File: src/rtl/mips_pkg.sv
package mips_pkg;

  // Datapath widths and memory sizes
  localparam int word_w = 32;
  localparam int reg_addr_w = 5;
  localparam int imem_depth = 256;
  localparam int dmem_depth = 256;

  // Primary opcodes
  localparam logic [5:0] op_special = 6'd0;
  localparam logic [5:0] op_j = 6'd2;
  localparam logic [5:0] op_jal = 6'd3;
  localparam logic [5:0] op_beq = 6'd4;
  localparam logic [5:0] op_bne = 6'd5;
  localparam logic [5:0] op_addiu = 6'd9;
  localparam logic [5:0] op_andi = 6'd12;
  localparam logic [5:0] op_ori = 6'd13;
  localparam logic [5:0] op_xori = 6'd14;
  localparam logic [5:0] op_lui = 6'd15;
  localparam logic [5:0] op_lw = 6'd35;
  localparam logic [5:0] op_sw = 6'd43;

  // Function codes under op_special
  localparam logic [5:0] fn_sll = 6'd0;
  localparam logic [5:0] fn_srl = 6'd2;
  localparam logic [5:0] fn_jr = 6'd8;
  localparam logic [5:0] fn_addu = 6'd33;
  localparam logic [5:0] fn_subu = 6'd35;
  localparam logic [5:0] fn_and = 6'd36;
  localparam logic [5:0] fn_or = 6'd37;
  localparam logic [5:0] fn_xor = 6'd38;
  localparam logic [5:0] fn_slt = 6'd42;
  localparam logic [5:0] fn_sltu = 6'd43;

  typedef enum logic [3:0] {
    add, sub, and_op, or_op, xor_op, slt, sltu, sll, srl, lui
  } alu_op_t;

  // Link returns PC plus 8
  typedef enum logic [1:0] {alu, mem, link} wb_sel_t;

  // APB register map
  localparam int apb_addr_w = 8;
  localparam logic [apb_addr_w-1:0] reg_ctrl = 8'h00;
  localparam logic [apb_addr_w-1:0] reg_status = 8'h04;
  localparam logic [apb_addr_w-1:0] reg_v0 = 8'h08;
  localparam logic [apb_addr_w-1:0] reg_mem_addr = 8'h0C;
  localparam logic [apb_addr_w-1:0] reg_mem_data = 8'h10;

endpackage

File: src/rtl/soc_ctrl_apb.sv
`timescale 1ns/1ps

module soc_ctrl_apb (
  input  logic                          clk,
  input  logic                          reset,
  input  logic [mips_pkg::apb_addr_w-1:0] paddr,
  input  logic                          psel,
  input  logic                          penable,
  input  logic                          pwrite,
  input  logic [31:0]                   pwdata,
  output logic [31:0]                   prdata,
  output logic                          pready,
  output logic                          pslverr,
  input  logic                          active,
  input  logic [31:0]                   register_v0,
  input  logic [31:0]                   mem_rdata,
  output logic                          run,
  output logic                          mem_we,
  output logic                          mem_sel_data,
  output logic [7:0]                    mem_index,
  output logic [31:0]                   mem_wdata
);

  logic done, setup, access, win_reg, mapped, err;
  logic [8:0] win_addr;
  logic [31:0] rd_val;

  assign setup = psel && !penable;
  assign access = psel && penable;

  // Core freezes after the halt, so done lasts until run clears
  assign done = run && !active;

  always_comb begin
    win_reg = (paddr == mips_pkg::reg_mem_addr) || (paddr == mips_pkg::reg_mem_data);
    mapped = win_reg || (paddr == mips_pkg::reg_ctrl) || (paddr == mips_pkg::reg_status)
             || (paddr == mips_pkg::reg_v0);
    // Window belongs to the core while it runs
    err = !mapped || (win_reg && run);
    case (paddr)
      mips_pkg::reg_ctrl:     rd_val = {31'b0, run};
      mips_pkg::reg_status:   rd_val = {30'b0, done, run && active};
      mips_pkg::reg_v0:       rd_val = register_v0;
      mips_pkg::reg_mem_addr: rd_val = {23'b0, win_addr};
      mips_pkg::reg_mem_data: rd_val = mem_rdata;
      default:                rd_val = '0;
    endcase
    if (err) begin
      rd_val = '0;
    end
  end

  assign pready = 1'b1;
  assign mem_we = access && pwrite && !err && (paddr == mips_pkg::reg_mem_data);
  assign mem_index = win_addr[7:0];
  assign mem_sel_data = win_addr[8];
  assign mem_wdata = pwdata;

  always_ff @(posedge clk) begin
    if (reset) begin
      run <= 1'b0;
      win_addr <= '0;
      prdata <= '0;
      pslverr <= 1'b0;
    end else begin
      if (access && pwrite && !err) begin
        if (paddr == mips_pkg::reg_ctrl) begin
          run <= pwdata[0];
        end else if (paddr == mips_pkg::reg_mem_addr) begin
          win_addr <= pwdata[8:0];
        end
      end
      // Data port steps the word index on every access
      if (access && !err && (paddr == mips_pkg::reg_mem_data)) begin
        win_addr[7:0] <= win_addr[7:0] + 8'd1;
      end
      // Response is captured in setup and held through the access phase
      if (setup) begin
        prdata <= rd_val;
        pslverr <= err;
      end else if (!access) begin
        prdata <= '0;
        pslverr <= 1'b0;
      end
    end
  end

endmodule

File: config.mk
export PLATFORM = sky130hd
export DESIGN_NAME = soc_ctrl_apb
export DESIGN_NICKNAME = d
export VERILOG_FILES = /design/src/rtl/mips_pkg.sv /design/src/rtl/soc_ctrl_apb.sv
export SDC_FILE = /design/constraint.sdc
export NUM_CORES = 1
export LEC_CHECK = 0
export BUFFER_PORTS_ARGS = -buffer_cell sky130_fd_sc_hd__buf_2
export CAP_MARGIN = 20
export CORE_ASPECT_RATIO = 1.2
export CORE_UTILIZATION = 45
export CTS_CLUSTER_DIAMETER = 40
export DETAILED_ROUTE_END_ITERATION = 8
export GPL_ROUTABILITY_DRIVEN = 0
export MAX_ROUTING_LAYER = met4
export PLACE_DENSITY = 0.93
export SYNTH_ARGS = -nofsm -noshare
export SYNTH_HDL_FRONTEND = slang
export SYNTH_SLANG_ARGS = --single-unit
File: constraint.sdc
create_clock -name clk -period 4.47 [get_ports clk]
set_input_delay 0.894 -clock clk [delete_from_list [all_inputs] [get_ports clk]]
set_output_delay 0.894 -clock clk [all_outputs]
set_load 0.02 [all_outputs]
==> results.md <==
Power and ir drop:
- Registers are responsible for 44.5% of the overall power.
- The switching power share of the total is 23.8%.
- Of the total power, combinational logic draws 13.5%.
- The total power per unit cell area is 261 nW/um2.
- The peak ir drop on the vdd network is between 0.15 and 0.2 mV.
- The total power draw is 0.862 mW.
- For this design the total switching power over the nets is approximately 0.2 mW.
- The analysis attributes to cell leakage a power of 1.42 nW.
- The relative contribution of the clock network to total power is 42.1%.
- The internal power is ~0.66 mW.

Place:
- The final HPWL from detailed placement is 5760 um.
- The placement-stage cell area is 3170 um2.
- In this run the tool buffered the top-level ports with 139 buffer cells.

Setup path:
- Traced cell by cell, the critical path runs through buf_2 > nor4_2 > and4_1 > and2_1 > buf_2.
- The cell type of the slowest stage on the worst timing path is and4_1.
- The category of the worst setup path launch point is an input port.
- The critical path data required time is 3580 ps.
- The biggest cell delay along the critical path is approximately 460 ps.
- Along the worst path, the maximum fanout reaches 8.
- The worst setup path is captured at an output port.
- For the worst flop-to-flop path, the logic depth is 4.
- STA puts the critical path data arrival time at 2230 ps.
- The setup path with the least slack is of type input port to output port.
- By instance count, the cell type seen most on the critical path is buf_2.

Worst hold path:
- The instance count along the most critical hold path is 2.
- The type of the most critical hold path is flop to flop.

Floorplan:
- Pin placement for this block handled roughly 190 I/O pins.
- After floorplanning, the core was divided into 30 placement rows.
- Measured along the x axis, the die boundary spans 72.4 um.
- The initial core utilization is between 40% and 50%.
- The vertical die dimension is 86.5 um.
- The total area inside the core boundary comes to 5710 um2.
- The die covers approximately 6300 um2.

Global route:
- For met3 alone, demand over resource in global routing was about 5.8%.
- After global routing, the most crowded layer is met2.
- The global-route met1 utilization is 28.3%.
- Entering global routing, the biggest net connects 53 pins.
- The total global routing track utilization is 25.5%.
- The first global-routing pass estimated 12000 um of wire.
- Global routing consumed, on the met2 layer, approximately 45% of the routing resources.
- Global routing finished with a remaining overflow of 0.
- The number of global-route vias before repair came to 2603.
- The number of antenna violations at the first check in global routing is 0.

CTS:
- The maximum level of the CTS H-tree is 2.
- Buffers inserted to repair hold after CTS numbered 0.
- TritonCTS built the clock tree.
- The buffer cell driving the clock tree root is clkbuf_8.
- Post-CTS repair changed the size of 0 cells.
- The clock tree buffer depth is 2.
- The number of sinks on the clock net is 43.
- The number of buffers created by CTS is 5.
- Clock-pin slew was measured on the worst setup and hold paths at 80 ps.
- The insertion delay to the later sink of the worst-skew pair is 300 ps.
- The total setup buffers inserted after CTS is 0.

Yosys:
- The dominant synthesized flop cell is dfxtp_1.
- In the synthesized netlist, the number of instances is ~330.
- The number of nets handed over by synthesis was 442.
- The cell area that synthesis handed to floorplanning was between 2000 and 3000 um2.
- The mean area per synthesized cell is about 8.1 um2.
- Synthesis inferred 43 register bits.
- The number of warnings issued by yosys is 0.
- After synthesis, the share of flip-flops with an asynchronous set or reset is 0%.
- The number of enable flip-flop cells after synthesis is 0.
- The number of distinct library cells after synthesis is 47.
- The part of the Yosys area used for sequential elements is about a third.

Timing:
- The post-route minimum period is 3130 ps.
- Setup repair after global routing left no endpoint under its margin.
- Headroom to the max-slew limit came out at 40.3%.
- In the finished design, the share of the clock period the worst path needs comes to 70.0%.
- The count of pins over their slew limit is 0.
- The number of failing setup endpoints in the final timing report is 0.
- The final worst clock skew is 3.82 ps.
- The final hold violation count is 0.
- The aggregate negative setup slack is 0 ps.
- Timing would allow up to 320 MHz.
- For the pin with the worst max-slew slack, the measured transition is between 800 and 900 ps.

Outcome:
- The flow ran to the end, and the final reports show no timing, DRC or antenna violations.

Layout:
- The layout-stage area growth over the synthesis result is 23.3%.
- The total number of nets in the final design is 533.
- The final antenna diode count is 0.
- Leaving out fill and tap cells, the most frequent cells in the layout are buf_2, dfxtp_1, nand2_1.
- In the final layout, the multi-input gates occupy about 1500 um2.
- Registers take approximately 860 um2.
- The finished cells cover 3300 um2.
- The layout has approximately 540 filler cells.
- The most common cell after layout, fill and taps aside is buf_2.
- The fraction of layout cells with a size suffix above 1 is 37.8%.

Job:
- The max-cap violation count is 0.

Drt:
- Dividing the detail-routed wire length by the instance count gives 15.5 um.
- The total wire length after detailed routing is 7810 um.
- The first routing iteration left between 200 and 250 violations.
- The detail route stage leaves a number of antenna-violating nets equal to 0.
- Using the TritonRoute via totals, the vias-per-cell ratio works out to 5.77.
- In the routed design, unresolved DRC markers number 0.
- The number of iterations in the first detailed-routing pass is 5.
- The total number of vias is 2902.
power groups by stage:
stage / combinational (mW) / clock (mW) / sequential [mW]
2_1_floorplan: 0.0929 / 0 / 0.393
3_3_place_gp: 0.113 / 0 / 0.393
3_5_place_dp: 0.115 / 0 / 0.393
4_1_cts: 0.116 / 0.363 / 0.384
5_1_grt: 0.126 / 0.382 / 0.384
6_report: 0.116 / 0.362 / 0.384
flip-flops by register name, summed over array words and instances, names as in the netlist:
signal    cells
prdata       32
win_addr      9
pslverr       1
run           1
cell type report:
class                           instances  share of cell area, %
Sequential cell                        43                   26.1
Tap cell                               80                   3.03
Multi-Input combinational cell        222                   44.0
Inverter                                6                  0.682
Clock buffer                            6                   2.20
Clock inverter                          2                   1.82
Timing Repair Buffer                  144                   22.2
critical path: cells and delay by family:
kind | cells | cell delay (ps)
AND/OR/NAND/NOR | 3 | 1060
buffers and inverters | 2 | 270
metrics by stage:
step	util (%)	hold WS [ps]	cells	setup slack [ps]
6_report	57.9	451	503	1340
5_1_grt	57.9	479	503	1200
4_1_cts	57.9	457	503	1340
3_5_place_dp	55.5	446	495	1350
3_3_place_gp	55.5	435	495	1370
2_1_floorplan	-	524	331	1540
path summary, 6_finish.rpt:
kind                        start                       end  slack (ps)
max reg2reg      run$_SDFFE_PP0P_  win_addr[7]$_SDFFE_PP0P_        2720
min          pslverr$_SDFFE_PP0P_      pslverr$_SDFFE_PP0P_         450
max                      paddr[7]                    mem_we        1340
min reg2reg  pslverr$_SDFFE_PP0P_      pslverr$_SDFFE_PP0P_         450
per-layer routing:
metal | share of wire [%] | up-vias
met5 | 0 | -
met4 | 1.1 | 0
met3 | 7.8 | 11
met2 | 52 | 155
met1 | 39 | 1345
li1 | - | 1391
cells in the mapped netlist (all sizes together) (2+ instances only):
library cell	count	area, um2
a211oi	12	90.1
a21oi	31	155
a222oi	7	70.1
a22o	30	263
a311o	2	20.0
a31oi	2	12.5
and2	3	18.8
and3	2	12.5
and4	3	26.3
and4b	2	20.0
buf	36	263
clkbuf	24	90.1
dfxtp	43	861
inv	6	22.5
mux2i	3	30.0
nand2	40	150
nand2b	4	25.0
nand3	25	125
nand4	4	25.0
nor2	3	11.3
nor2b	4	25.0
nor3	2	10.0
nor3b	3	22.5
nor4b	6	67.6
o211ai	4	30.0
o21ai	5	25.0
o311ai	2	17.5
o32ai	2	17.5
or2	2	12.5
or3	3	18.8
or3b	2	17.5
or4	2	18.8
cells by family after synthesis:
logic type	after synthesis	share of synthesized area, %
AOI/OAI and AO/OA	104	28.4
other	1	0.140
adders and majority gates	1	0.467
and+or+nand+nor	113	23.7
DFF	43	32.1
muxes	3	1.12
buffers and inverters	66	14.0
Note: power is estimated with default switching activity, not from simulation.
